## src/source/tl_pkg.sv

```systemverilog
//~~~~~~~~~~~~~~~~~~~~~~~~~~~~~~~~~~~~~~~~~~~~~~~~~~~~~~~~~~~~~~~~~~~~
// tl_pkg: bus request and response structs, word types, host
// command types and the system address map
//~~~~~~~~~~~~~~~~~~~~~~~~~~~~~~~~~~~~~~~~~~~~~~~~~~~~~~~~~~~~~~~~~~~~
`default_nettype none

package tl_pkg;

  // word-level types
  typedef logic [31:0] addr_t;
  typedef logic [31:0] data_t;
  typedef logic [3:0]  mask_t;

  // host to device request channel
  typedef struct packed {
    logic  a_valid;
    logic  a_write;
    addr_t a_addr;
    data_t a_data;
    mask_t a_mask;
  } tl_h2d_t;

  // device to host response channel
  typedef struct packed {
    logic  d_valid;
    data_t d_data;
    logic  d_error;
  } tl_d2h_t;

  // command from the outside agent to the access port
  typedef struct packed {
    logic  write;
    addr_t addr;
    data_t wdata;
    mask_t mask;
  } sba_cmd_t;

  // result handed back to the outside agent
  typedef struct packed {
    data_t rdata;
    logic  error;
  } sba_rsp_t;

  // address map
  parameter addr_t ADDR_SPACE_RAM   = 32'h0000_0000;
  parameter addr_t ADDR_SPACE_GPIO  = 32'h1000_0000;
  parameter addr_t ADDR_SPACE_TIMER = 32'h1001_0000;

  // bits set here are offset bits inside a space
  parameter addr_t ADDR_MASK_RAM    = 32'h000F_FFFF;
  parameter addr_t ADDR_MASK_GPIO   = 32'h0000_FFFF;
  parameter addr_t ADDR_MASK_TIMER  = 32'h0000_FFFF;

endpackage

`default_nettype wire

```

## src/source/sba_host.sv

```systemverilog
//~~~~~~~~~~~~~~~~~~~~~~~~~~~~~~~~~~~~~~~~~~~~~~~~~~~~~~~~~~~~~~~~~~~~
// sba_host: system bus access port, turns strobed word commands
// into bus requests and returns one response per command
//~~~~~~~~~~~~~~~~~~~~~~~~~~~~~~~~~~~~~~~~~~~~~~~~~~~~~~~~~~~~~~~~~~~~
`timescale 1ns/1ps
`default_nettype none

module sba_host (
  input  wire logic               clk_i,
  input  wire logic               reset_i,
  input  wire logic               cmd_req_i,
  input  wire tl_pkg::sba_cmd_t   cmd_i,
  output logic                    busy_o,
  output logic                    rsp_valid_o,
  output tl_pkg::sba_rsp_t        rsp_o,
  output tl_pkg::tl_h2d_t         tl_o,
  input  wire logic               tl_ready_i,
  input  wire tl_pkg::tl_d2h_t    tl_i
);

  import tl_pkg::*;

  typedef enum logic [1:0] {
    StIdle,
    StReq,
    StWait
  } state_e;

  state_e   state_q;
  sba_cmd_t cmd_q;
  sba_rsp_t rsp_q;
  logic     rsp_valid_q;

  always_ff @(posedge clk_i) begin
    if (reset_i) begin
      state_q     <= StIdle;
      rsp_valid_q <= 1'b0;
    end else begin
      rsp_valid_q <= 1'b0;
      case (state_q)
        StIdle: if (cmd_req_i) state_q <= StReq;
        // a_valid stays up until the crossbar takes it
        StReq:  if (tl_ready_i) state_q <= StWait;
        StWait: begin
          if (tl_i.d_valid) begin
            rsp_valid_q <= 1'b1;
            state_q     <= StIdle;
          end
        end
        default: state_q <= StIdle;
      endcase
    end
  end

  // command and result payload
  always_ff @(posedge clk_i) begin
    if (state_q == StIdle && cmd_req_i) begin
      cmd_q <= cmd_i;
    end
    if (state_q == StWait && tl_i.d_valid) begin
      rsp_q.rdata <= tl_i.d_data;
      rsp_q.error <= tl_i.d_error;
    end
  end

  always_comb begin
    tl_o.a_valid = (state_q == StReq);
    tl_o.a_write = cmd_q.write;
    tl_o.a_addr  = cmd_q.addr;
    tl_o.a_data  = cmd_q.wdata;
    tl_o.a_mask  = cmd_q.mask;
  end

  // busy covers the response cycle too
  assign busy_o      = (state_q != StIdle) || rsp_valid_q;
  assign rsp_valid_o = rsp_valid_q;
  assign rsp_o       = rsp_q;

endmodule

`default_nettype wire

```

## config.mk

```make
export PLATFORM = sky130hd
export DESIGN_NAME = sba_host
export DESIGN_NICKNAME = d
export VERILOG_FILES = /design/src/source/tl_pkg.sv /design/src/source/sba_host.sv
export SDC_FILE = /design/constraint.sdc
export NUM_CORES = 1
export LEC_CHECK = 0
export BUFFER_PORTS_ARGS = -buffer_cell sky130_fd_sc_hd__buf_2
export CAP_MARGIN = 20
export CORE_ASPECT_RATIO = 0.9
export CORE_MARGIN = 2
export CORE_UTILIZATION = 41
export CTS_BUF_LIST = sky130_fd_sc_hd__clkbuf_4 sky130_fd_sc_hd__clkbuf_8 sky130_fd_sc_hd__clkbuf_16
export CTS_CLUSTER_DIAMETER = 100
export CTS_CLUSTER_SIZE = 12
export DETAILED_ROUTE_END_ITERATION = 8
export PLACE_DENSITY_LB_ADDON = 0.08
export SLEW_MARGIN = 20
export SYNTH_ARGS = -nofsm -noshare
export SYNTH_HDL_FRONTEND = slang
export SYNTH_SLANG_ARGS = --single-unit
```

## constraint.sdc

```tcl
create_clock -name clk_i -period 8.5 [get_ports clk_i]
set_input_delay 0.85 -clock clk_i [delete_from_list [all_inputs] [get_ports clk_i]]
set_output_delay 0.85 -clock clk_i [all_outputs]
set_load 0.02 [all_outputs]
```

# Yosys cells after proc, flatten, opt, wreduce, memory -nomap -nowiden
# Cells that the tools add are included.
word_totals:
  ff_bits: 105
  latchBits: 0
  ramBits: 0
  mem_bits_ro: 0
  inputBits: 107
  output_inout_bits: 105
  wordCells: 26
  mem_count: 0
op_classes:
  addsub: 0
  mul: 0
  div: 0
  magnitude_cmp: 0
  n_eq_ne: 5
  shifts: 0
  n_mux: 5
  n_bitwise: 1
  n_reduce_logical: 7
ops:
  columns: ["operator", "n"]
  rows:
  - ["2-bit 2-to-1 mux", 3]
  - ["2-bit one-hot mux with 3 select lines", 1]
  - ["2-bit != test (second input constant)", 2]
  - ["3-bit AND reduction", 1]
  - ["2-bit by 1-bit equality test with 1-bit output (second input constant)", 1]
  - ["2-bit equality test (second input constant)", 1]
  - ["1-bit logical AND", 2]
  - ["2-bit zero test", 1]
  - ["2-bit by 1-bit != test with 1-bit output (second input constant)", 1]
  - ["2-bit nonzero test", 1]
  - ["2-bit OR reduction", 1]
  - ["1-bit logical OR", 1]
  - ["1-bit 2-to-1 mux", 1]
  - ["1-bit NOT", 1]

# Longest topological paths before layout
depth:
  depth_word: 3
  mapped_depth: 2
  ltp_nobuf: 2

# Worst setup path after synthesis
# OpenSTA, ideal clock, no wires.
synth_path:
  path_type: "input-to-reg"
  startpoint: "in cmd_req_i"
  endpoint: "reg cmd_q, in the netlist tl_o[0], enable pin"
  setup_time_ns: 0.595
  t_arrival_ns: 5.835
  t_required_ns: 7.905
  path_slack_ns: 2.070
  cell_stages: 1
  n_path_buf: 0
  cell_sequence: "nor3b_1"
synth_between:
  elab_chain_cells: 1
synth_lines:
  columns: ["element", "line", "text"]
  rows:
  - ["from (decl)", "sba_host.sv:11", "input wire logic cmd_req_i,"]
  - ["1-bit logical AND", "sba_host.sv:57", "if (state_q == StIdle && cmd_req_i) begin"]
  - ["to (signal assigned)", "sba_host.sv:58", "cmd_q <= cmd_i;"]
  - ["to (decl)", "sba_host.sv:30", "sba_cmd_t cmd_q;"]
# No other way between the ends.
# A chain may end at the register's enable or synchronous reset.

# Worst setup path in the final report
layout_path:
  startpoint: "reg state_q[0]"
  endpoint: "out busy_o"
layout_between:
  elab_chain_cells: 2
layout_lines:
  columns: ["element", "line", "text"]
  rows:
  - ["from (decl)", "sba_host.sv:29", "state_e state_q;"]
  - ["from (signal assigned)", "sba_host.sv:36", "state_q <= StIdle;"]
  - ["from (signal assigned)", "sba_host.sv:41", "StIdle: if (cmd_req_i) state_q <= StReq;"]
  - ["from (signal assigned)", "sba_host.sv:43", "StReq: if (tl_ready_i) state_q <= StWait;"]
  - ["2-bit nonzero test", "sba_host.sv:75", "assign busy_o = (state_q != StIdle) || rsp_valid_q;"]
  - ["1-bit logical OR", "sba_host.sv:75", null]
  - ["to (decl)", "sba_host.sv:13", "output logic busy_o,"]
# No other way between the ends.

==> summary.md <==
| Metric | Value |
|---|---|
| Synth cell types | 13 |
| Clk pwr share | 31.5% |
| Hold Path Class | register to register |
| Sw frac | 21.8% |
| Die area | 8540 µm² |
| Drc violations | 0 |
| Routed wire per std cell | 15.3 µm |
| Clock sink total | 105 |
| Initial antenna violation count | 0 |
| Fill cells | 608 |
| Routability cong. | 0.749 |
| Setup repair bufs after CTS | 0 |
| Worst-Skew Late Latency | 0.34 ns |
| Maximum VDD drop | 0.0000971 V |
| 1st-pass router iterations | 4 |
| Worst path arrival time | 1.30 ns |
| Final setup vio count | 0 |
| Total track usage | 15.1% |
| PwrDens | 222 nW/µm² |
| Cell Int Power | 800 µW |
| Max FO, Critical Path | 9 |
| Starting Density | 42.5% |
| Die height | 87.9 µm |
| CTS tree | built |
| CTS Root Cell | clkbuf_8 |
| Synth warn | 0 |
| Vias in the first global route | 1834 |
| Area of the core | 7540 µm² |
| Antenna viol nets, final | 0 |
| Iteration-0 DRC count of the detailed router | 53 |
| CTS Buffer Depth | 2 |
| Total wire length | 6740 µm |
| Post-CTS Hold Buffers | 0 |
| Site row count | 30 |
| Worst slew pin tran | 0.837 ns |
| Fin. Hold Viols | 0 |
| Area Growth Syn to Fin | 44.2% |
| Net Sw Power | 223 µW |
| Tmin final | 2.15 ns |
| Largest net degree at the start of global routing | 70 |
| Flop pwr share | 59.2% |
| Tot Pwr | 1020 µW |
| Max-cap violations | 0 |
| Mapped Cells | 117 |
| Clock slew at reported path FFs | 0.09 ns |
| Synth Register Bits | 105 |
| Avg Vias per Cell | 4.35 |
| Slew margin rel. | 44.2% |
| Core Util, Final | 61.2% |
| Final max-slew violation count | 0 |
| Leakage | 0.00196 µW |
| Clock Skew | 0.00563 ns |
| CP required | 7.65 ns |
| Top Ports | 212 |
| Routed vias | 1924 |
| Combinational power share | 9.3% |
| Total grt overflow | 0 |
| First-pass GRT wire length | 9760 µm |
| Gates resized, CTS repair | 0 |
| Mean area per synthesized cell | 27.4 µm² |
| Setup_tns | 0 ns |
| Final period util | 25.3% |
| Syn Nets | 224 |
| Crit path kind | register to output pin |
| Status | finished clean |
| Layout cells sized above 1 | 67.3% |
| HPWL after DPL | 5180 µm |
| IO buf count | 211 |
| Post-synth design cell area | 3200 µm² |
| Worst setup EP type | output pin |
| Die width | 97.2 µm |
| Final #Nets | 448 |
| ANT cells | 0 |
| Unrepaired setup endpoints after global routing | no |
| Seq/Total Area, Yosys | 97.5% |
| Inserted Clock Buffers | 9 |
| Critical path launch point type | register |
| CTS H-Tree Depth | 3 |
| Fmax | 0.465 GHz |
-- worst paths after layout --
check	from	endpoint	slack [ns]	depth (start not counted)
worst max-delay path	state_q[0]	busy_o	6.35	2
worst min-delay path	state_q[1]	state_q[0]	0.56	1
worst max register to register	state_q[0]	tl_o[16]	6.82	2
worst min register to register	state_q[1]	state_q[0]	0.56	1
-- cells in the mapped netlist --
cell,number,area (µm²)
nor3b_1,1,7.51
nor2_1,1,3.75
and2b_2,1,8.76
dfxtp_1,3,60.1
a21oi_2,1,8.76
a211oi_1,1,7.51
or3b_1,1,8.76
nor3_1,1,5.00
nand3b_1,1,7.51
nand2b_1,2,12.5
or3_1,1,6.26
nand2_1,1,3.75
edfxtp_1,102,3060
-- kinds of logic after synthesis --
group | Yosys count | share of synthesized area, %
AOI/OAI and AO/OA | 2 | 0.508
DFF | 105 | 97.5
and+or+nand+nor | 10 | 1.99
-- cell type report --
type	instances	area (µm²)	share of cell area, %
clock buffer	9	124	2.68
clock inverter	7	93.8	2.03
sequential	105	3120	67.6
multi-input combinational	12	87.6	1.90
tap	96	120	2.60
timing repair buffer	213	1070	23.2
-- metal layers --
| layer | wire length, µm | GRT usage, % | up-vias |
|---|---|---|---|
| met1 | 2470 | 17.9 | 901 |
| li1 | - | - | 913 |
| met2 | 3550 | 26.2 | 103 |
| met3 | 637 | 4.87 | 7 |
| met4 | 80 | 6.27 | 0 |
| met5 | 0 | 0 | - |
-- through the flow --
stage          hold WS, ns  setup slack, ns  instance area (µm²)  std cells
2_1_floorplan        0.469             2.07                 3200        117
3_3_place_gp         0.538             6.33                 4400        426
3_5_place_dp         0.534             6.32                 4400        426
4_1_cts              0.563             6.32                 4620        442
5_1_grt              0.614             6.27                 4620        442
6_report             0.565             6.35                 4620        442
-- power groups by stage --
stage / sequential (µW) / clock (µW) / combinational (µW)
2_1_floorplan: 654 / 0 / 12.2
3_3_place_gp: 617 / 0 / 95.7
3_5_place_dp: 617 / 0 / 96.5
4_1_cts: 606 / 334 / 96.6
5_1_grt: 608 / 353 / 102
6_report: 605 / 323 / 95.1
-- worst max-delay path: stages (launching register included) --
cell,delay (ns)
dfxtp_1,0.40
or3_1,0.39
buf_2,0.16
-- registers in the layout, indices dropped and copies added, names as in the netlist --
name,count
tl_o,69
rsp_o,33
state_q,2
rsp_valid_o,1
-- layout by cell type (no fill, tap or decap) --
master / synthesis / layout
a211oi_1: 1 / 1
a21oi_2: 1 / 1
and2b_2: 1 / 1
buf_2: 0 / 211
buf_4: 0 / 2
bufinv_16: 0 / 2
clkbuf_8: 0 / 9
clkinv_2: 0 / 2
clkinvlp_4: 0 / 2
dfxtp_1: 3 / 3
edfxtp_1: 102 / 102
inv_6: 0 / 1
nand2_1: 1 / 1
nand2b_1: 2 / 2
nand3b_1: 1 / 1
nor2_2: 0 / 1
nor3_1: 1 / 1
nor3b_2: 0 / 1
or3_1: 1 / 1
or3b_1: 1 / 1
Power figures use the tool's default switching activity.
