## src/source/tl_pkg.sv

```systemverilog
//~~~~~~~~~~~~~~~~~~~~~~~~~~~~~~~~~~~~~~~~~~~~~~~~~~~~~~~~~~~~~~~~~~~~
// tl_pkg: bus request and response structs, word types, host
// command types and the system address map
//~~~~~~~~~~~~~~~~~~~~~~~~~~~~~~~~~~~~~~~~~~~~~~~~~~~~~~~~~~~~~~~~~~~~
`default_nettype none

package tl_pkg;

  // word-level types
  typedef logic [31:0] addr_t;
  typedef logic [31:0] data_t;
  typedef logic [3:0]  mask_t;

  // host to device request channel
  typedef struct packed {
    logic  a_valid;
    logic  a_write;
    addr_t a_addr;
    data_t a_data;
    mask_t a_mask;
  } tl_h2d_t;

  // device to host response channel
  typedef struct packed {
    logic  d_valid;
    data_t d_data;
    logic  d_error;
  } tl_d2h_t;

  // command from the outside agent to the access port
  typedef struct packed {
    logic  write;
    addr_t addr;
    data_t wdata;
    mask_t mask;
  } sba_cmd_t;

  // result handed back to the outside agent
  typedef struct packed {
    data_t rdata;
    logic  error;
  } sba_rsp_t;

  // address map
  parameter addr_t ADDR_SPACE_RAM   = 32'h0000_0000;
  parameter addr_t ADDR_SPACE_GPIO  = 32'h1000_0000;
  parameter addr_t ADDR_SPACE_TIMER = 32'h1001_0000;

  // bits set here are offset bits inside a space
  parameter addr_t ADDR_MASK_RAM    = 32'h000F_FFFF;
  parameter addr_t ADDR_MASK_GPIO   = 32'h0000_FFFF;
  parameter addr_t ADDR_MASK_TIMER  = 32'h0000_FFFF;

endpackage

`default_nettype wire

```

## src/source/gpio.sv

```systemverilog
//~~~~~~~~~~~~~~~~~~~~~~~~~~~~~~~~~~~~~~~~~~~~~~~~~~~~~~~~~~~~~~~~~~~~
// gpio: output and enable registers, synchronized inputs and
// rising-edge interrupts behind a bus register file
//~~~~~~~~~~~~~~~~~~~~~~~~~~~~~~~~~~~~~~~~~~~~~~~~~~~~~~~~~~~~~~~~~~~~
`timescale 1ns/1ps
`default_nettype none

module gpio #(
  parameter int GpioWidth = 8
) (
  input  wire logic                 clk_i,
  input  wire logic                 reset_i,
  input  wire tl_pkg::tl_h2d_t      tl_i,
  output tl_pkg::tl_d2h_t           tl_o,
  input  wire logic [GpioWidth-1:0] gpio_i,
  output logic [GpioWidth-1:0]      gpio_o,
  output logic [GpioWidth-1:0]      gpio_en_o,
  output logic [GpioWidth-1:0]      intr_o
);

  import tl_pkg::*;

  localparam addr_t OffDataOut = 32'h00;
  localparam addr_t OffOutEn   = 32'h04;
  localparam addr_t OffDataIn  = 32'h08;
  localparam addr_t OffIntrEn  = 32'h0C;
  localparam addr_t OffIntrSt  = 32'h10;

  addr_t                offset;
  logic                 wr;
  data_t                rdata;
  logic                 err;
  logic [GpioWidth-1:0] data_out_q, out_en_q, intr_en_q, intr_st_q;
  logic [GpioWidth-1:0] sync1_q, sync2_q, prev_q, rise;
  logic                 rvalid_q;
  data_t                rdata_q;
  logic                 err_q;

  assign offset = tl_i.a_addr & ADDR_MASK_GPIO;
  assign wr     = tl_i.a_valid && tl_i.a_write;
  assign rise   = sync2_q & ~prev_q;

  always_comb begin
    rdata = '0;
    err   = 1'b0;
    case (offset)
      OffDataOut: rdata = data_t'(data_out_q);
      OffOutEn:   rdata = data_t'(out_en_q);
      OffDataIn: begin
        rdata = data_t'(sync2_q);
        // input register is read-only
        err   = tl_i.a_write;
      end
      OffIntrEn:  rdata = data_t'(intr_en_q);
      OffIntrSt:  rdata = data_t'(intr_st_q);
      default:    err = 1'b1;
    endcase
    if (tl_i.a_write) rdata = '0;
  end

  always_ff @(posedge clk_i) begin
    if (reset_i) begin
      data_out_q <= '0;
      out_en_q   <= '0;
      intr_en_q  <= '0;
      intr_st_q  <= '0;
      sync1_q    <= '0;
      sync2_q    <= '0;
      prev_q     <= '0;
      rvalid_q   <= 1'b0;
    end else begin
      sync1_q  <= gpio_i;
      sync2_q  <= sync1_q;
      prev_q   <= sync2_q;
      rvalid_q <= tl_i.a_valid;
      if (wr && offset == OffDataOut) data_out_q <= tl_i.a_data[GpioWidth-1:0];
      if (wr && offset == OffOutEn)   out_en_q   <= tl_i.a_data[GpioWidth-1:0];
      if (wr && offset == OffIntrEn)  intr_en_q  <= tl_i.a_data[GpioWidth-1:0];
      // a new edge wins over a clear in the same cycle
      if (wr && offset == OffIntrSt) begin
        intr_st_q <= (intr_st_q & ~tl_i.a_data[GpioWidth-1:0]) | rise;
      end else begin
        intr_st_q <= intr_st_q | rise;
      end
    end
  end

  always_ff @(posedge clk_i) begin
    if (tl_i.a_valid) begin
      rdata_q <= rdata;
      err_q   <= err;
    end
  end

  assign tl_o      = '{d_valid: rvalid_q, d_data: rdata_q, d_error: err_q};
  assign gpio_o    = data_out_q;
  assign gpio_en_o = out_en_q;
  assign intr_o    = intr_st_q & intr_en_q;

endmodule

`default_nettype wire

```

## config.mk

```make
export PLATFORM = sky130hd
export DESIGN_NAME = gpio
export DESIGN_NICKNAME = d
export VERILOG_FILES = /design/src/source/tl_pkg.sv /design/src/source/gpio.sv
export SDC_FILE = /design/constraint.sdc
export NUM_CORES = 1
export LEC_CHECK = 0
export ABC_AREA = 1
export BUFFER_PORTS_ARGS = -buffer_cell sky130_fd_sc_hd__buf_2
export CAP_MARGIN = 10
export CORE_MARGIN = 1.5
export CORE_UTILIZATION = 45
export DETAILED_ROUTE_END_ITERATION = 7
export GPL_ROUTABILITY_DRIVEN = 0
export PLACE_DENSITY = 0.78
export SLEW_MARGIN = 20
export SYNTH_ARGS = -nofsm -noshare
export SYNTH_HDL_FRONTEND = slang
export SYNTH_SLANG_ARGS = --single-unit
export TNS_END_PERCENT = 20
```

## constraint.sdc

```tcl
create_clock -name clk_i -period 1.25 [get_ports clk_i]
set_input_delay 0.125 -clock clk_i [delete_from_list [all_inputs] [get_ports clk_i]]
set_output_delay 0.125 -clock clk_i [all_outputs]
set_load 0.02 [all_outputs]
```

## Yosys cells after proc, flatten, opt, wreduce, memory -nomap -nowiden

Index checks and enable logic that the tools add are counted.
W data, S select, Z words.

- Bits in registers: 90
- Bits of input ports: 80
- Word-level logic and storage cells: 31

- Equality and inequality tests: 4
- Multiplexer cells: 3
- Bitwise logic cells: 7
- Reduce and logical (&&, ||, !) cells: 7

Operator list:

| operator | count |
|---|---|
| $pmux W8 S5 | 1 |
| $eq A16 B4 Y1 const B | 2 |
| $logic_not A32 Y1 | 1 |
| $and A8 B8 Y8 | 3 |
| $eq A16 B3 Y1 const B | 1 |
| $eq A16 B5 Y1 const B | 1 |
| $not A8 Y8 | 2 |
| $or A8 B8 Y8 | 2 |
| $mux W8 | 1 |
| $logic_and A1 B1 Y1 | 5 |
| $reduce_or A4 Y1 | 1 |
| $pmux W1 S2 | 1 |

## Depth between registers and ports, before layout

- Depth in word-level cells: 4
- Depth in mapped cells: 9

## Worst setup path after synthesis

Ideal clock, no wire load.

- Path kind: in2reg
- From: in tl_i[37] (netlist name)
- To: reg data_out_q[4], in the netlist gpio_o[4]
- Setup time: 119 ps
- Arrival time: 1035 ps
- Data required time: 1131 ps
- Slack: 95 ps
- Stages: 7
- Path buffers: 1
- Path through: nor2_2 > nand2_1 > nor2_4 > nand3_1 > buf_2 > o21ai_0 > a21oi_1

- Word-level cells in the longest chain between the ends: 2

RTL lines:

| what | RTL line | source |
|---|---|---|
| start: declaration | gpio.sv:13 | `input wire tl_pkg::tl_h2d_t tl_i,` |
| $logic_not A32 Y1 | gpio.sv:76 | `if (wr && offset == OffDataOut) data_out_q <= tl_i.a_data[GpioWidth-1:0];` |
| $logic_and A1 B1 Y1 | gpio.sv:76 |  |
| end signal: assignment | gpio.sv:76 |  |
| end: declaration | gpio.sv:33 | `logic [GpioWidth-1:0] data_out_q, out_en_q, intr_en_q, intr_st_q;` |

Every way passes these cells.
A chain may end at the register's enable or synchronous reset.

## Final worst setup path

- From: reg intr_en_q[7]
- To: out intr_o[7]

- Word-level cells in the longest chain between the ends: 1

RTL lines:

| what | RTL line | source |
|---|---|---|
| start: declaration | gpio.sv:33 |  |
| start signal: assignment | gpio.sv:78 | `if (wr && offset == OffIntrEn) intr_en_q <= tl_i.a_data[GpioWidth-1:0];` |
| $and A8 B8 Y8 | gpio.sv:98 | `assign intr_o = intr_st_q & intr_en_q;` |
| end: declaration | gpio.sv:18 | `output logic [GpioWidth-1:0] intr_o` |

Every way passes these cells.

==> results.toml <==
[place]
portBuffers = 69
place_area_um2 = 3426
dp_hpwl_um = 4733

[timing]
final_hold_viol_count = 0
slew_viol_final = 0
fin_skew_ns = 0.004561
period_share_pct = 91.17
max_freq_ghz = 0.8775
fin_crit_ns = 1.140
rsz0062_at_grt = "false"
fin_setup_tns_ns = 0
setup_violations = 0

[grt]
grt_pass1_wl_um = 10810
overflow = 0
grt_antenna_before_repair = 0
grt_usage_pct = 19.62
grt_start_max_net_pins = 26
grt_pass1_vias = 2398

[critical_path]
ff2ff_path_depth = 4
endpoint_kind = "output port"
reg2reg_to = "rdata_q[1]"
critical_path.max_stage_delay_ns = 0.37
path_class = "reg -> out"
cp_slowest_cell = "dfxtp_1"
crit_required_ns = 1.12
crit_family = "flip-flops"
rrSetupSlack_ns = 0.30
worst-path-max-fanout = 3
r2r_start = "gpio_en_o[1]"
critPathArrivalTime_ns = 1.01
critPathLaunchType = "register"
worstPathCellList = "nand2_1, inv_1, buf_2"
worst-path-stages = 3
critical_path_buf_inv_count = 2

[logic_synthesis]
synth_top_area_share_pct = 38.63
seq_area_frac_synth_pct = 47.78
synth_warnings = 0
netlist-cell-type-count = 19
syn_area_per_cell_um2 = 7.498
netlist_instances = 394
synth.ff_latch_count = 66
syn_area_um2 = 2954
yosys-top-cells-area = "dfxtp_1 39%, nand2_1 10%, nand3_1 9.3%"
synth_area_leader_cell = "dfxtp_1"

[pwr]
pwr-share-clk_pct = 37.7
combPwrFrac_pct = 7.6
peakVddDrop_uv = 655.4
p_int_mw = 3.074
switching_power_mw = 1.002
seqPwrFrac_pct = 54.7
p_leak_nw = 1.730
powerDensity_nw_per_um2 = 1111
swShare_pct = 24.59

[hold_path]
holdPathStages = 3
hp-start = "tl_i[11]"
holdPathEnd = "gpio_en_o[7]"
hp-class = "in -> reg"

[die]
rows = 29
dieHeight_um = 84.02
chipWidth_um = 84.02
io_pins = 138
dieArea_um2 = 7059
start_util_pct = 46.52
core-area_um2 = 6350

[clock_tree]
cts_setup_buffers = 0
h-tree-depth = 3
cts_buffers = 9
cts.clk_slew.worst_paths_ns = 0.07
cts_num_sinks = 66
cts_hold_buf = 8
cts-resized-gates = 0
cts_root_buffer = "clkbuf_8"
clockBufferDepth = 2
clk_latency_ns = 0.35
cts_tree = "built"

[drt]
final_antenna_net_count = 0
routed_via_density = 4.684
drt_iter0_markers = 294
vias = 2665
wl_per_cell_um = 11.70
dr.pass1.iters = 5
totalWireLength_um = 6660
drcViolationCount = 0

[layout]
nets = 567
drive_gt1_share_pct = 23.78
area_growth_syn_to_layout_pct = 24.23
utilization_pct = 57.79
design_area_um2 = 3670
nFillCells = 593
antenna_cells = 0

[run]
cap_violations = 0

[status]
status = "completed"
[power by group through the flow]
stage	registers [mW]	logic [mW]	clock network [mW]
floorplan	2.28	0.228	0
global placement	2.27	0.283	0
detailed placement	2.28	0.289	0
CTS	2.23	0.309	1.57
global route	2.23	0.341	1.67
finish	2.23	0.308	1.54
[sequential cells by signal (all words and copies together), names as in the netlist, 8 cells and up]
| name | count |
|---|---|
| sync2_q | 8 |
| prev_q | 8 |
| gpio_en_o | 8 |
| intr_st_q | 8 |
| intr_en_q | 8 |
| gpio_o | 8 |
| rdata_q | 8 |
| sync1_q | 8 |
[cells by family after synthesis]
kind of cell	count (synthesis)	synth area share [%]
other cells	1	0.1269
flops	66	47.78
simple gates	198	30.28
buf+inv	92	15.54
compound gates	37	6.269
[worst min-delay path, delay by kind of cell]
kind            cells  cell delay (ns)
compound gates      1             0.05
simple gates        1             0.06
buf+inv             1             0.12
[final cells by class]
| type | count | area [µm²] | area share, % |
|---|---|---|---|
| Tap cell | 77 | 96.34 | 2.625 |
| Inverter | 54 | 202.7 | 5.523 |
| Multi-Input combinational cell | 259 | 1170 | 31.88 |
| Clock inverter | 3 | 15.01 | 0.4091 |
| Clock buffer | 13 | 148.9 | 4.057 |
| Sequential cell | 66 | 1411 | 38.46 |
| Timing Repair Buffer | 97 | 625.6 | 17.05 |
[per-stage QoR]
stage	std cells	power [mW]	hold WS, ns	setup slack (ns)
6_report	569	4.076	0.05391	0.1104
3_3_place_gp	545	2.558	0.3255	-0.1015
2_1_floorplan	417	2.512	0.2320	0.09518
4_1_cts	569	4.106	0.04113	0.1028
3_5_place_dp	545	2.566	0.3322	-0.1609
5_1_grt	569	4.249	0.04766	0.01202
[cells in the mapped netlist (all sizes together)]
cell type,n
nand3,57
dfxtp,57
a21oi,24
nor2,58
conb,1
clkbuf,5
edfxtp,9
nand2,83
o21ai,13
buf,33
inv,54
[worst max path at each step]
stage                      start            to  slack [ns]
floorplan               tl_i[37]     gpio_o[4]         0.1
global placement        tl_i[51]  intr_st_q[5]       -0.10
detailed placement      tl_i[37]    rdata_q[1]       -0.16
CTS                 intr_en_q[7]     intr_o[7]        0.10
global route            tl_i[49]    rdata_q[3]        0.01
finish              intr_en_q[7]     intr_o[7]        0.11
[placed cells by master (no fill, tap or decap), drive strengths merged]
master       Yosys  final
clkbuf           5     13
dfxtp           57     57
nand2           83     83
o21ai           13     13
inv             54     54
conb             1     24
clkinv           0      3
buf             33     89
edfxtp           9      9
dlygate4sd3      0      8
a21oi           24     24
nand3           57     57
nor2            58     58
[layer usage]
metal  part of all wire, %  track usage, %  vias up
met3                   8.6           6.627       19
met1                    42           22.95     1174
met2                    47           31.42      106
li1                      -               -     1366
met4                   2.6           10.88        0
met5                     0               0        -
Note: power is estimated with default switching activity, not from simulation.
