### config.mk
export PLATFORM = sky130hd
export DESIGN_NAME = rv_timer
export DESIGN_NICKNAME = d
export VERILOG_FILES = /design/src/source/tl_pkg.sv /design/src/source/rv_timer.sv
export SDC_FILE = /design/constraint.sdc
export NUM_CORES = 1
export LEC_CHECK = 0
export BUFFER_PORTS_ARGS = -buffer_cell sky130_fd_sc_hd__buf_2
export CORE_ASPECT_RATIO = 1.2
export CORE_UTILIZATION = 50
export DETAILED_ROUTE_END_ITERATION = 8
export PLACE_DENSITY = 0.74
export SYNTH_ARGS = -nofsm -noshare
export SYNTH_HDL_FRONTEND = slang
export SYNTH_SLANG_ARGS = --single-unit
### constraint.sdc
create_clock -name clk_i -period 2.7 [get_ports clk_i]
set_clock_uncertainty 0.1 [all_clocks]
set_input_delay 0.27 -clock clk_i [delete_from_list [all_inputs] [get_ports clk_i]]
set_output_delay 0.27 -clock clk_i [all_outputs]
set_load 0.1 [all_outputs]
### src/source/tl_pkg.sv
//~~~~~~~~~~~~~~~~~~~~~~~~~~~~~~~~~~~~~~~~~~~~~~~~~~~~~~~~~~~~~~~~~~~~
// tl_pkg: bus request and response structs, word types, host
// command types and the system address map
//~~~~~~~~~~~~~~~~~~~~~~~~~~~~~~~~~~~~~~~~~~~~~~~~~~~~~~~~~~~~~~~~~~~~
`default_nettype none

package tl_pkg;

  // word-level types
  typedef logic [31:0] addr_t;
  typedef logic [31:0] data_t;
  typedef logic [3:0]  mask_t;

  // host to device request channel
  typedef struct packed {
    logic  a_valid;
    logic  a_write;
    addr_t a_addr;
    data_t a_data;
    mask_t a_mask;
  } tl_h2d_t;

  // device to host response channel
  typedef struct packed {
    logic  d_valid;
    data_t d_data;
    logic  d_error;
  } tl_d2h_t;

  // command from the outside agent to the access port
  typedef struct packed {
    logic  write;
    addr_t addr;
    data_t wdata;
    mask_t mask;
  } sba_cmd_t;

  // result handed back to the outside agent
  typedef struct packed {
    data_t rdata;
    logic  error;
  } sba_rsp_t;

  // address map
  parameter addr_t ADDR_SPACE_RAM   = 32'h0000_0000;
  parameter addr_t ADDR_SPACE_GPIO  = 32'h1000_0000;
  parameter addr_t ADDR_SPACE_TIMER = 32'h1001_0000;

  // bits set here are offset bits inside a space
  parameter addr_t ADDR_MASK_RAM    = 32'h000F_FFFF;
  parameter addr_t ADDR_MASK_GPIO   = 32'h0000_FFFF;
  parameter addr_t ADDR_MASK_TIMER  = 32'h0000_FFFF;

endpackage

`default_nettype wire

### src/source/rv_timer.sv
//~~~~~~~~~~~~~~~~~~~~~~~~~~~~~~~~~~~~~~~~~~~~~~~~~~~~~~~~~~~~~~~~~~~~
// rv_timer: free-running mtime counter with a compare register
// and a sticky expiry interrupt
//~~~~~~~~~~~~~~~~~~~~~~~~~~~~~~~~~~~~~~~~~~~~~~~~~~~~~~~~~~~~~~~~~~~~
`timescale 1ns/1ps
`default_nettype none

module rv_timer (
  input  wire logic               clk_i,
  input  wire logic               reset_i,
  input  wire tl_pkg::tl_h2d_t    tl_i,
  output tl_pkg::tl_d2h_t         tl_o,
  output logic                    intr_o
);

  import tl_pkg::*;

  localparam addr_t OffMtime    = 32'h0;
  localparam addr_t OffMtimecmp = 32'h4;
  localparam addr_t OffCtrl     = 32'h8;
  localparam addr_t OffIntrSt   = 32'hC;

  addr_t offset;
  logic  wr;
  data_t rdata, rdata_q;
  logic  err, err_q, rvalid_q;
  data_t mtime_q, mtimecmp_q;
  logic  enable_q, intr_q;

  assign offset = tl_i.a_addr & ADDR_MASK_TIMER;
  assign wr     = tl_i.a_valid && tl_i.a_write;

  always_comb begin
    rdata = '0;
    err   = 1'b0;
    case (offset)
      OffMtime:    rdata = mtime_q;
      OffMtimecmp: rdata = mtimecmp_q;
      OffCtrl:     rdata = data_t'(enable_q);
      OffIntrSt:   rdata = data_t'(intr_q);
      default:     err = 1'b1;
    endcase
    if (tl_i.a_write) rdata = '0;
  end

  always_ff @(posedge clk_i) begin
    if (reset_i) begin
      mtime_q    <= '0;
      mtimecmp_q <= '1;
      enable_q   <= 1'b0;
      intr_q     <= 1'b0;
      rvalid_q   <= 1'b0;
    end else begin
      rvalid_q <= tl_i.a_valid;
      // bus write overrides the count
      if (wr && offset == OffMtime) mtime_q <= tl_i.a_data;
      else if (enable_q)            mtime_q <= mtime_q + 32'd1;
      if (wr && offset == OffMtimecmp) mtimecmp_q <= tl_i.a_data;
      if (wr && offset == OffCtrl)     enable_q   <= tl_i.a_data[0];
      if (enable_q && mtime_q >= mtimecmp_q)            intr_q <= 1'b1;
      else if (wr && offset == OffIntrSt && tl_i.a_data[0]) intr_q <= 1'b0;
    end
  end

  always_ff @(posedge clk_i) begin
    if (tl_i.a_valid) begin
      rdata_q <= rdata;
      err_q   <= err;
    end
  end

  assign tl_o   = '{d_valid: rvalid_q, d_data: rdata_q, d_error: err_q};
  assign intr_o = intr_q;

endmodule

`default_nettype wire

[Word level (Yosys, flattened, before mapping)]
Cells that the tools add are included.
Storage, ports and cells
  register bits after elaboration: 100
  input port bits: 72
  output and inout port bits: 35
  word-level logic and storage cells: 29
Operators by class
  add/subtract/negate cells: 1
  order comparisons: 1
  equal/unequal tests: 3
  multiplexer cells: 6
  reduce and logical (&&, ||, !) cells: 11
Operator list (number)
  $pmux W32 S4: 1
  $mux W32: 2
  $add A32 B1 Y32 const B: 1
  $eq A16 B4 Y1 const B: 2
  $ge A32 B32 Y1: 1
  $logic_not A32 Y1: 1
  $eq A16 B3 Y1 const B: 1
  $logic_and A1 B1 Y1: 7
  $reduce_bool A2 Y1: 2
  $reduce_or A4 Y1: 1
  $mux W1: 3

[Longest topological paths before layout]
Gate-level depths: netlist of run 1.
  word-level depth: 5
  depth in mapped cells: 8
  depth with buffers taken out: 7

[Worst setup path before layout of run 1]
Ideal clock, no wire load.
  path kind: in2reg
  start: input tl_i[46] in the netlist's numbering
  end: register mtime_q[23]
  setup time: 0.145 ns
  data arrival time: 1.723 ns
  data required time: 2.455 ns
  path slack: 0.732 ns
  cell stages on the path: 8
  buffers on the path: 2
  cells stage by stage: nor4_1 -> and4_1 -> inv_2 -> or4_4 -> buf_6 -> buf_6 -> nor2_1 -> a211oi_2
Between the ends
  word-level cells in the longest chain between the ends: 3
  elaborated cells between the ends (all ways): 4
  classes of those cells: mux: 1; reduce/logical: 3
Ends and longest elaborated chain
  from (decl): line rv_timer.sv:11  | input wire tl_pkg::tl_h2d_t tl_i,
  $logic_not A32 Y1 (*): line rv_timer.sv:56  | if (wr && offset == OffMtime) mtime_q <= tl_i.a_data;
  $logic_and A1 B1 Y1 (*): line rv_timer.sv:56
  $mux W32 / $reduce_bool A2 Y1 (equally long branches)
  to (signal assigned): line rv_timer.sv:56
  to (signal assigned): line rv_timer.sv:57  | else if (enable_q) mtime_q <= mtime_q + 32'd1;
  to (decl): line rv_timer.sv:27  | data_t mtime_q, mtimecmp_q;
Mark *: on every way between the ends. The rest lies on a longest branch, timed or not.
A chain may end at the register's enable or synchronous reset.

[Final worst setup path of run 1]
  start: register mtime_q[0]
  end: register intr_q (netlist: intr_o)
Between the ends
  word-level cells in the longest chain between the ends: 3
  elaborated cells between the ends (all ways): 4
  classes of those cells: order compare: 1; mux: 1; reduce/logical: 2
Ends and longest elaborated chain
  $ge A32 B32 Y1 (*): line rv_timer.sv:60  | if (enable_q && mtime_q >= mtimecmp_q) intr_q <= 1'b1;
  $logic_and A1 B1 Y1 (*): line rv_timer.sv:60
  $mux W1 / $reduce_bool A2 Y1 (equally long branches)
  to (signal assigned): line rv_timer.sv:51  | intr_q <= 1'b0;
  to (signal assigned): line rv_timer.sv:60
  to (signal assigned): line rv_timer.sv:61  | else if (wr && offset == OffIntrSt && tl_i.a_data[0]) intr_q <= 1'b0;
  to (decl): line rv_timer.sv:28  | logic enable_q, intr_q;
Marks and branches as above.

==> qor.csv, run 1 <==
metric;value;unit
Max Cap Viol;0;
CP peak stage delay;0.45;ns
part of the power in the clock network;41.8;%
leakage;0.00252;µW
Critical Path Start;mtime_q[0]$_SDFFE_PP0P_;
Final #Nets;731;
largest net degree at the start of global routing;64;
PortBufs;86;
Buffers & Inverters on Critical Path;1;
CTS tree;done;
grt ovf;0;
Async SR Flop Fraction;0;%
Setup Slack @ Placement;0.315;ns
worst slew pin tran;0.668;ns
Pre-Repair DR Iteration Count;5;
clock slew at reported path FFs;0.07;ns
status;completed;
CTS-repair resized insts;0;
Max H-tree Level;3;
crit path DAT;2.23;ns
core area;10200;µm²
minimum clock period;2.14;ns
WS Path Type;reg -> reg;
CP cell instances;inv_1 > ha_1 > nand2b_1 > a2111oi_0 > nor4b_1 > o41ai_1 > o211ai_1;
pwr dens;509;nW/µm²
Logic pwr share;8.0;%
ANT cells;0;
IO Count;107;
reg-to-reg startpoint;mtime_q[0]$_SDFFE_PP0P_;
Starting Density;52.4;%
top achievable clock speed;468;MHz
period utilization;79.2;%
Worst Hold Launch;tl_i[11];
DR DRC count;0;
required time worst endpoint;2.80;ns
worst IR drop on VDD;0.297;mV
die area;11100;µm²
final worst setup slack;0.563;ns
total track usage;24.4;%
first-pass GRT wire length;20500;µm
Die Y;115;µm
Seq pwr share;50.2;%
row count;40;
vias in the first global route;4338;
final-report setup violation count;0;
detailed-route via count;4429;
switching power;750;µW
Mapped Area;5320;µm²
Min-Delay Path Class;in -> reg;
Worst slew margin;55.2;%
final core utilization;60.5;%
Worst setup EP type;flop;
Pwr Total;3130;µW
RSZ-0062 raised after global routing;false;
Mean Syn Cell Area;9.64;µm²
highest-count cells in the layout ignoring fill and taps;86 x buf_2, 75 x nor2_1, 67 x dfxtp_1;
Hold Slack;0.0622;ns
CTS buffer count;9;
ys flop type;dfxtp_1;
critical path peak fanout;5;
Post-synth EDFFs;33;
Routed WL per cell;16.6;µm
Vias per Instance;5.85;
CP top delay family;compound AO/OA/AOI/OAI gates;
CP startpoint kind;flop;
postcts setup bufs;0;
initial antenna violation count;0;
commonest non-fill, non-tap cell in the layout;buf_2;
Synth Register Bits;100;
DP HPWL;8520;µm
Pins Over Slew Limit;0;
GPL Wtd Cong;0.871;
setup_tns;0;ns
fraction of layout cells with a size suffix above 1;23.8;%
Synth Instances;552;
Slowest cell on crit path;a2111oi_0;
clock tree buffer depth;2;
drt first-iter violations;246;
Die X;96.2;µm
clk_lat worst skew;0.35;ns
Layout area overhead;15.5;%
CTS root buffer;clkbuf_16;
CTS Hold Bufs;0;
Final Hold Violating Endpoints;0;
switching part of the total power;24.0;%
Pint;2380;µW
sequential-to-total area share from yosys stat;43.8;%
synth warn;0;
final WL;12600;µm
clock sink total;100;
Mapped Nets;657;
post-route ant nets;0;
distinct cell type count after synthesis;45;
==> path summary, 6_finish.rpt <==
check	end	slack, ns	cells after the start
setup / recovery	intr_o$_SDFFE_PP0P_	0.56	7
hold / removal	mtimecmp_q[7]$_SDFFE_PP1P_	0.06	3
setup reg to reg	intr_o$_SDFFE_PP0P_	0.56	7
hold reg to reg	mtimecmp_q[0]$_SDFFE_PP1P_	0.42	2
==> sequential cells by signal, summed over array words and instances (netlist names) <==
name and flops:
mtimecmp_q 32, err_q 1, rvalid_q 1, intr_o 1, enable_q 1, mtime_q 32, rdata_q 32
==> routing by layer <==
layer | global-route usage, % | up-vias | wire length [µm]
met4 | 12.1 | 0 | 442
li1 | - | 2151 | -
met3 | 5.69 | 35 | 743
met2 | 40.9 | 143 | 6400
met5 | 0 | - | 0
met1 | 29.0 | 2100 | 4980
==> through the flow <==
stage          instances  instance area [µm²]
2_1_floorplan        552                 5320
3_3_place_gp         741                 5840
3_5_place_dp         741                 5840
4_1_cts              757                 6150
5_1_grt              757                 6150
6_report             757                 6150
==> worst min-delay path: cells and delay by family <==
kind	cells	cell delay (ns)
AO/OA/AOI/OAI	1	0.07
AND/OR/NAND/NOR	1	0.04
buffers and inverters	1	0.08
==> layout make-up <==
class / count / area, µm²
Timing Repair Buffer: 97 / 551
Clock buffer: 12 / 256
Multi-Input combinational cell: 377 / 2650
Tap cell: 126 / 158
Inverter: 41 / 154
Sequential cell: 100 / 2330
Clock inverter: 4 / 47.5
Fill cell: 868 / 4010
==> Yosys cell counts, types with 2 or more instances <==
cell type / instances / area share [%]
nand3_1: 10 / 0.94
nor2b_1: 2 / 0.24
a22oi_1: 31 / 4.4
ha_1: 33 / 7.8
a211oi_2: 32 / 7.5
clkbuf_1: 16 / 1.1
edfxtp_1: 33 / 19
dfxtp_1: 67 / 25
nand2_1: 49 / 3.5
nor3_1: 8 / 0.75
xnor2_1: 26 / 4.3
nor4b_1: 2 / 0.33
buf_4: 3 / 0.42
mux2i_1: 3 / 0.56
xor2_1: 5 / 0.82
a21oi_1: 12 / 1.1
nand2b_1: 2 / 0.24
inv_1: 39 / 2.8
and4_1: 6 / 0.99
nor2_1: 75 / 5.3
buf_6: 7 / 1.5
buf_2: 8 / 0.75
o211ai_1: 32 / 4.5
o21ai_0: 4 / 0.38
nor4_1: 12 / 1.4
nand4_1: 14 / 1.6
and3_1: 3 / 0.35
==> power by group through the flow <==
stage / Combinational (µW) / Sequential, µW / Clock, µW
CTS: 251 / 1570 / 1330
floorplan: 38.3 / 1730 / 0
finish: 250 / 1570 / 1310
global route: 260 / 1570 / 1390
global placement: 248 / 1610 / 0
detailed placement: 251 / 1610 / 0
==> cells by family after synthesis <==
group / Yosys count / share of synthesized area, %
AND/OR/NAND/NOR: 188 / 16.4
AO/OA/AOI/OAI: 121 / 19.5
flip-flops: 100 / 43.8
buffers and inverters: 75 / 6.68
adder cells (fa/ha/maj): 33 / 7.76
XOR/XNOR: 31 / 5.10
multiplexers: 4 / 0.776
Power figures use the tool's default switching activity.
==> run 2, diff against run 1 <==
--- a/config.mk
+++ b/config.mk
@@ -5,11 +5,12 @@
 export SDC_FILE = /design/constraint.sdc
 export NUM_CORES = 1
 export LEC_CHECK = 0
+export ABC_AREA = 1
 export BUFFER_PORTS_ARGS = -buffer_cell sky130_fd_sc_hd__buf_2
 export CORE_ASPECT_RATIO = 1.2
 export CORE_UTILIZATION = 50
 export DETAILED_ROUTE_END_ITERATION = 8
-export PLACE_DENSITY = 0.74
+export PLACE_DENSITY = 0.76
 export SYNTH_ARGS = -nofsm -noshare
 export SYNTH_HDL_FRONTEND = slang
 export SYNTH_SLANG_ARGS = --single-unit
==> constraint.sdc (replaced) <==
create_clock -name clk_i -period 1.75 [get_ports clk_i]
set_clock_uncertainty 0.1 [all_clocks]
set_input_delay 0.175 -clock clk_i [delete_from_list [all_inputs] [get_ports clk_i]]
set_output_delay 0.175 -clock clk_i [all_outputs]
set_load 0.1 [all_outputs]
==> run 2 against run 1 <==
  * Non-clock buffer count is 100 higher
  * Largest cell class unchanged
  * Critical endpoint unchanged
  * First-iteration DRC count is 35% higher
  * Flip-flop and latch count stayed put
==> qor.csv, run 2 <==
metric;value;unit;change
DP HPWL;11300;µm;was 8520 µm
Max H-tree Level;3;;unchanged
dpl cell area;6870;µm²;was 5840 µm²
Post-synth EDFFs;33;;unchanged
M3 GR Usage;4.48;%;was 5.69%
Layout area overhead;32.1;%;was 15.5%
Slowest cell on crit path;dfxtp_1;;was a2111oi_0
fill cell total of the finished layout;935;;was 868
Final Hold Violating Endpoints;0;;unchanged
pwr dens;622;nW/µm²;was 509 nW/µm²
Mapped Area;5770;µm²;was 5320 µm²
vias in the first global route;5846;;was 4338
Synth top area share;23.2;%;was 25.2%
clk_lat worst skew;0.35;ns;about the same
clock slew at reported path FFs;0.07;ns;about the same
crit path DAT;1.85;ns;was 2.23 ns
Synth Register Bits;100;;unchanged
Pins Over Slew Limit;0;;unchanged
CP startpoint kind;flop;;unchanged
CTS root buffer;clkbuf_16;;unchanged
top achievable clock speed;583;MHz;was 468 MHz
cell taking the most area after synthesis;dfxtp_1;;unchanged
Vias per Instance;5.24;;was 5.85
CP peak stage delay;0.31;ns;was 0.45 ns
required time worst endpoint;1.88;ns;was 2.80 ns
Worst slew margin;64.5;%;was 55.2%
Worst setup EP type;flop;;unchanged
met2 Usage GRT;49.6;%;was 40.9%
status;completed;;unchanged
area of the multi-input gates;3020;µm²;was 2650 µm²
Die X;100;µm;was 96.2 µm
WS Path Type;reg -> reg;;unchanged
PortBufs;86;;unchanged
ANT cells;0;;unchanged
largest net degree at the start of global routing;35;;was 64
clock sink total;100;;unchanged
DR DRC count;0;;unchanged
Starting Density;51.8;%;was 52.4%
worst slew pin tran;0.532;ns;was 0.668 ns
CTS tree;done;;unchanged
CP cell instances;inv_1 > ha_1 > a21o_1 > nor2_1 > nand2_1 > nor2_1 > nand2_1 > nand2_1 > nand2_1 > nand2_1 > a21oi_2;;was inv_1 > ha_1 > nand2b_1 > a2111oi_0 > nor4b_1 > o41ai_1 > o211ai_1
fraction of layout cells with a size suffix above 1;24.5;%;was 23.8%
Reg area;2350;µm²;was 2330 µm²
GPL Wtd Cong;0.903;;was 0.871
die area;12000;µm²;was 11100 µm²
ys flop type;dfxtp_1;;unchanged
Layout Cell Area excl Fill;7620;µm²;was 6150 µm²
number of cells on the worst hold path;3;;unchanged
most frequent cell after synthesis;nand2_1;;was nor2_1
Synth area leaders;dfxtp_1 23%, edfxtp_1 17%, nand2_1 11%;;was dfxtp_1 25%, edfxtp_1 19%, ha_1 7.8%
CTS buffer count;9;;unchanged
Async SR Flop Fraction;0;%;unchanged
drt first-iter violations;333;;was 246
setup_tns;0;ns;unchanged
period utilization;98.0;%;was 79.2%
minimum clock period;1.72;ns;was 2.14 ns
core area;11100;µm²;was 10200 µm²
Pre-Repair DR Iteration Count;5;;unchanged
Max Cap Viol;0;;unchanged
grt ovf;0;;unchanged
first-pass GRT wire length;26300;µm;was 20500 µm
initial antenna violation count;0;;unchanged
total track usage;28.0;%;was 24.4%
Synth Instances;770;;was 552
most used cell, CP;nand2_1;;
critical path peak fanout;3;;was 5
detailed-route via count;5799;;was 4429
commonest non-fill, non-tap cell in the layout;nand2_1;;was buf_2
Final #Nets;1052;;was 731
final-report setup violation count;0;;unchanged
distinct cell type count after synthesis;36;;was 45
Mean Syn Cell Area;7.50;µm²;was 9.64 µm²
Global Route met1 Usage;32.6;%;was 29.0%
sequential-to-total area share from yosys stat;40.4;%;was 43.8%
Pwr Total;4740;µW;was 3130 µW
highest-count cells in the layout ignoring fill and taps;162 x nand2_1, 94 x inv_1, 90 x nor2_1;;was 86 x buf_2, 75 x nor2_1, 67 x dfxtp_1
row count;42;;was 40
synth warn;0;;unchanged
final WL;16400;µm;was 12600 µm
worst IR drop on VDD;0.420;mV;was 0.297 mV
post-route ant nets;0;;unchanged
Post-synth top cells;164 x nand2_1, 96 x inv_1, 96 x nor2_1, 67 x dfxtp_1, 64 x a21oi_1;;was 75 x nor2_1, 67 x dfxtp_1, 49 x nand2_1, 39 x inv_1
global route hottest layer;met2;;unchanged
clock tree buffer depth;2;;unchanged
Register-to-Register Path Depth;11;;was 7
Routed WL per cell;14.8;µm;was 16.6 µm
Mapped Nets;875;;was 657
leakage;0.00351;µW;was 0.00252 µW
RSZ-0062 raised after global routing;true;;was false
Die Y;120;µm;was 115 µm
Min-Delay Path Class;in -> reg;;unchanged
biggest registers after layout;mtime_q: 32 flops, mtimecmp_q: 32 flops, rdata_q: 32 flops;;unchanged
IO Count;107;;unchanged
==> run 2: changes by cell type in the layout (fill, tap and decap cells not counted), moves of 31 or more <==
cell           before  now
a211oi_2           32    0
o21ai_0             4   54
a22oi_1            31    0
inv_1              39   94
dlygate4sd3_1       0   31
buf_4               8   74
nand2_1            49  162
a21oi_1            12   61
==> run 2: kinds of logic after synthesis <==
group / Yosys count / share of synthesized area [%]
compound gates: 169 / 17.1
xor+xnor: 22 / 3.34
buf+inv: 130 / 9.43
flops: 100 / 40.4
simple gates: 316 / 22.6
fa+ha+maj: 33 / 7.15
==> run 2: final cells by class <==
cell class                 instances  share of cell area (%)
tap                              154                    2.53
sequential                       100                    30.9
clock buffer                      10                    3.13
timing repair buffer             197                    18.5
clock inverter                     6                   0.509
inverter                          99                    4.87
multi-input combinational        540                    39.6
==> run 2: critical path, delay by kind of cell (launching register included) <==
kind            cells  cell delay (ns)
simple gates        7             0.63
flops               1             0.31
fa+ha+maj           1             0.29
compound gates      2             0.21
buf+inv             1             0.06
==> run 2: final timing paths <==
path	start	to	slack [ns]
setup / recovery	mtimecmp_q[15]$_SDFFE_PP1P_	intr_o$_SDFFE_PP0P_	0.03
hold / removal	tl_i[25]	mtimecmp_q[21]$_SDFFE_PP1P_	0.01
setup reg to reg	mtimecmp_q[15]$_SDFFE_PP1P_	intr_o$_SDFFE_PP0P_	0.03
hold reg to reg	mtimecmp_q[19]$_SDFFE_PP1P_	mtimecmp_q[19]$_SDFFE_PP1P_	0.41
==> run 2: metal layers <==
metal,vias up,part of all wire [%]
met2,208,51
li1,2891,-
met5,-,0
met1,2654,40
met4,0,3.6
met3,46,5.6
==> run 2: repair_timing <==
action,in CTS,in global routing
setup endpoints to repair,5,19
buffers inserted,0,2
hold buffers,31,0
resized for setup,4,42
hold endpoints to repair,31,0
pin swaps,0,7
==> run 2: where the power goes <==
part	switching [µW]	internal [µW]	leakage, µW	total (µW)
combinational	302	125	0.00247	427
clock	895	1000	0.000143	1900
sequential	5.07	2410	0.000897	2420
==> run 2: stage by stage <==
step | instances | worst slack (ns) | utilization [%] | hold slack [ns]
4_1_cts | 1104 | 0.0225 | 67.1 | 0.000965
5_1_grt | 1106 | -0.0752 | 68.4 | 0.0122
3_5_place_dp | 1057 | -0.0189 | 61.7 | 0.311
3_3_place_gp | 1057 | -0.00904 | 61.7 | 0.301
6_report | 1106 | 0.0344 | 68.4 | 0.0134
2_1_floorplan | 770 | 0.0292 | - | 0.182
==> run 3, diff against run 2 <==
--- a/config.mk
+++ b/config.mk
@@ -10,7 +10,7 @@
 export CORE_ASPECT_RATIO = 1.2
 export CORE_UTILIZATION = 50
 export DETAILED_ROUTE_END_ITERATION = 8
-export PLACE_DENSITY = 0.76
+export PLACE_DENSITY = 0.73
 export SYNTH_ARGS = -nofsm -noshare
 export SYNTH_HDL_FRONTEND = slang
 export SYNTH_SLANG_ARGS = --single-unit
==> constraint.sdc (replaced) <==
create_clock -name clk_i -period 1.8 [get_ports clk_i]
set_clock_uncertainty 0.1 [all_clocks]
set_input_delay 0.18 -clock clk_i [delete_from_list [all_inputs] [get_ports clk_i]]
set_output_delay 0.18 -clock clk_i [all_outputs]
set_load 0.1 [all_outputs]
==> run 3 against run 2 <==
  * Clock power about the same
  * Global-route usage is 0.84 points higher
  * Fmax rose by 0.26%
  * Routed wire length is 0.26% higher
  * Sequential share of layout area rose by 0.30 points
  * Clock-buffer cell count is 2 higher
  * Worst hold slack improved by 0.0066 ns
  * Largest cell class unchanged
  * Critical endpoint is now mtime_q[20]$_SDFFE_PP0P_
==> qor.csv, run 3 (synthesized netlist as in run 2, its figures left out) <==
metric;value;unit;change
status;completed;;unchanged
clk_lat worst skew;0.35;ns;about the same
minimum clock period;1.71;ns;was 1.72 ns
worst IR drop on VDD;0.422;mV;was 0.420 mV
vias in the first global route;5790;;was 5846
Max H-tree Level;3;;unchanged
first-pass GRT wire length;27000;µm;was 26300 µm
Pre-Repair DR Iteration Count;5;;unchanged
critical path peak fanout;7;;was 3
DR DRC count;0;;unchanged
clock slew at reported path FFs;0.07;ns;about the same
IO Count;107;;unchanged
fraction of layout cells with a size suffix above 1;22.6;%;was 24.5%
ANT cells;0;;unchanged
setup_tns;0;ns;unchanged
GPL Wtd Cong;0.933;;was 0.903
grt ovf;0;;unchanged
Routed WL per cell;15.1;µm;was 14.8 µm
final-report setup violation count;0;;unchanged
row count;42;;unchanged
drt first-iter violations;230;;was 333
commonest non-fill, non-tap cell in the layout;nand2_1;;unchanged
area of the multi-input gates;3050;µm²;was 3020 µm²
Final Hold Violating Endpoints;0;;unchanged
reg-to-reg startpoint;mtime_q[0]$_SDFFE_PP0P_;;was mtimecmp_q[15]$_SDFFE_PP1P_
r2r setup slk;0.09;ns;was 0.03 ns
final WL;16400;µm;about the same
fill cell total of the finished layout;942;;was 935
highest-count cells in the layout ignoring fill and taps;160 x nand2_1, 96 x inv_1, 89 x nor2_1;;was 162 x nand2_1, 94 x inv_1, 90 x nor2_1
CTS root buffer;clkbuf_16;;unchanged
Pins Over Slew Limit;0;;unchanged
PortBufs;86;;unchanged
core area;11100;µm²;unchanged
period utilization;95.1;%;was 98.0%
Hold Slack;0.0200;ns;was 0.0134 ns
Layout area overhead;30.6;%;was 32.1%
CTS buffer count;9;;unchanged
Final #Nets;1036;;was 1052
Min-Delay Path Class;in -> reg;;unchanged
Vias per Instance;5.33;;was 5.24
Layout Cell Area excl Fill;7540;µm²;was 7620 µm²
CTS tree;done;;unchanged
Starting Density;51.8;%;unchanged
Worst slew margin;64.6;%;was 64.5%
clock tree buffer depth;2;;unchanged
worst slew pin tran;0.530;ns;was 0.532 ns
top achievable clock speed;584;MHz;was 583 MHz
CP startpoint kind;flop;;unchanged
Critical Path Start;mtime_q[0]$_SDFFE_PP0P_;;was mtimecmp_q[15]$_SDFFE_PP1P_
pwr dens;618;nW/µm²;was 622 nW/µm²
total track usage;28.9;%;was 28.0%
clock sink total;100;;unchanged
largest net degree at the start of global routing;38;;was 35
Reg area;2350;µm²;about the same
Worst setup EP type;flop;;unchanged
worst setup path end;mtime_q[20]$_SDFFE_PP0P_;;was intr_o$_SDFFE_PP0P_
post-route ant nets;0;;unchanged
Max Cap Viol;0;;unchanged
initial antenna violation count;0;;unchanged
Die Y;120;µm;unchanged
detailed-route via count;5799;;unchanged
RSZ-0062 raised after global routing;true;;unchanged
die area;12000;µm²;unchanged
Die X;100;µm;unchanged
postcts setup bufs;0;;unchanged
required time worst endpoint;1.93;ns;was 1.88 ns
R2R Path End;mtime_q[20]$_SDFFE_PP0P_;;was intr_o$_SDFFE_PP0P_
dpl cell area;6770;µm²;was 6870 µm²
crit path DAT;1.84;ns;was 1.85 ns
final core utilization;67.7;%;was 68.4%
biggest registers after layout;mtime_q: 32 flops, mtimecmp_q: 32 flops, rdata_q: 32 flops;;unchanged
WS Path Type;reg -> reg;;unchanged
DP HPWL;11800;µm;was 11300 µm
leakage;0.00345;µW;was 0.00351 µW
Register-to-Register Path Depth;10;;was 11
==> run 3: changes by cell type in the layout (fill, tap and decap cells not counted), sizes merged <==
cell / change
bufinv: +1
inv: -1
buf: -17
clkbuf: +2
clkinv: -5
dlygate4sd3: +1
clkinvlp: +1
==> run 3: final cells by class <==
type | instances | area share (%)
clock inverters | 2 | 0.498
repair buffers | 181 | 17.2
multi-input cells | 540 | 40.5
well taps | 154 | 2.56
flip-flops and latches | 100 | 31.2
clock buffers | 12 | 3.14
inverters | 99 | 4.93
==> run 3: per-stage QoR <==
stage / power (µW) / setup WS (ns) / instances
after floorplan: 2640 / 0.0792 / 770
after global placement: 2760 / 0.0100 / 1042
after detailed placement: 2760 / -0.0738 / 1042
after CTS: 4680 / 0.00666 / 1088
after global routing: 4790 / -0.0361 / 1088
final: 4660 / 0.0888 / 1088
==> run 3: how the worst min path moves through the flow <==
stage                     startpoint                           to  slack [ns]  cells past startpoint
after global routing        tl_i[36]              err_q$_DFFE_PP_        0.02                      3
after detailed placement    tl_i[12]   mtimecmp_q[8]$_SDFFE_PP1P_        0.32                      3
final                       tl_i[36]              err_q$_DFFE_PP_        0.02                      3
after floorplan             tl_i[69]          rvalid_q$_SDFF_PP0_        0.19                      2
after global placement      tl_i[26]  mtimecmp_q[22]$_SDFFE_PP1P_        0.31                      3
after CTS                   tl_i[36]              err_q$_DFFE_PP_        0.01                      3
==> run 3: worst max-delay path, cell delays in order, from the launching register on <==
cell,delay [ns]
dfxtp_4,0.37
ha_4,0.16
nand3_4,0.09
inv_1,0.08
nand2_1,0.08
nor2_1,0.09
buf_4,0.16
nand3_1,0.10
xor2_1,0.15
a21oi_1,0.14
nor2_1,0.05
==> run 3: what timing repair did <==
action,in CTS,in global routing
hold endpoints to repair,33,0
endpoints found under the setup margin,3,17
resized for setup,5,42
pin swaps,0,3
hold buffers,32,0
==> run 3: metal layers <==
metal	share of wire, %	global-route usage (%)
met1	42	33.0
met2	52	52.2
met3	3.3	4.54
met4	3.2	13.5
met5	0	0
==> run 3: where the power goes <==
part	switching (µW)	internal (µW)
registers	5.56	2350
logic	290	120
clock network	829	1060
total	1120	3530
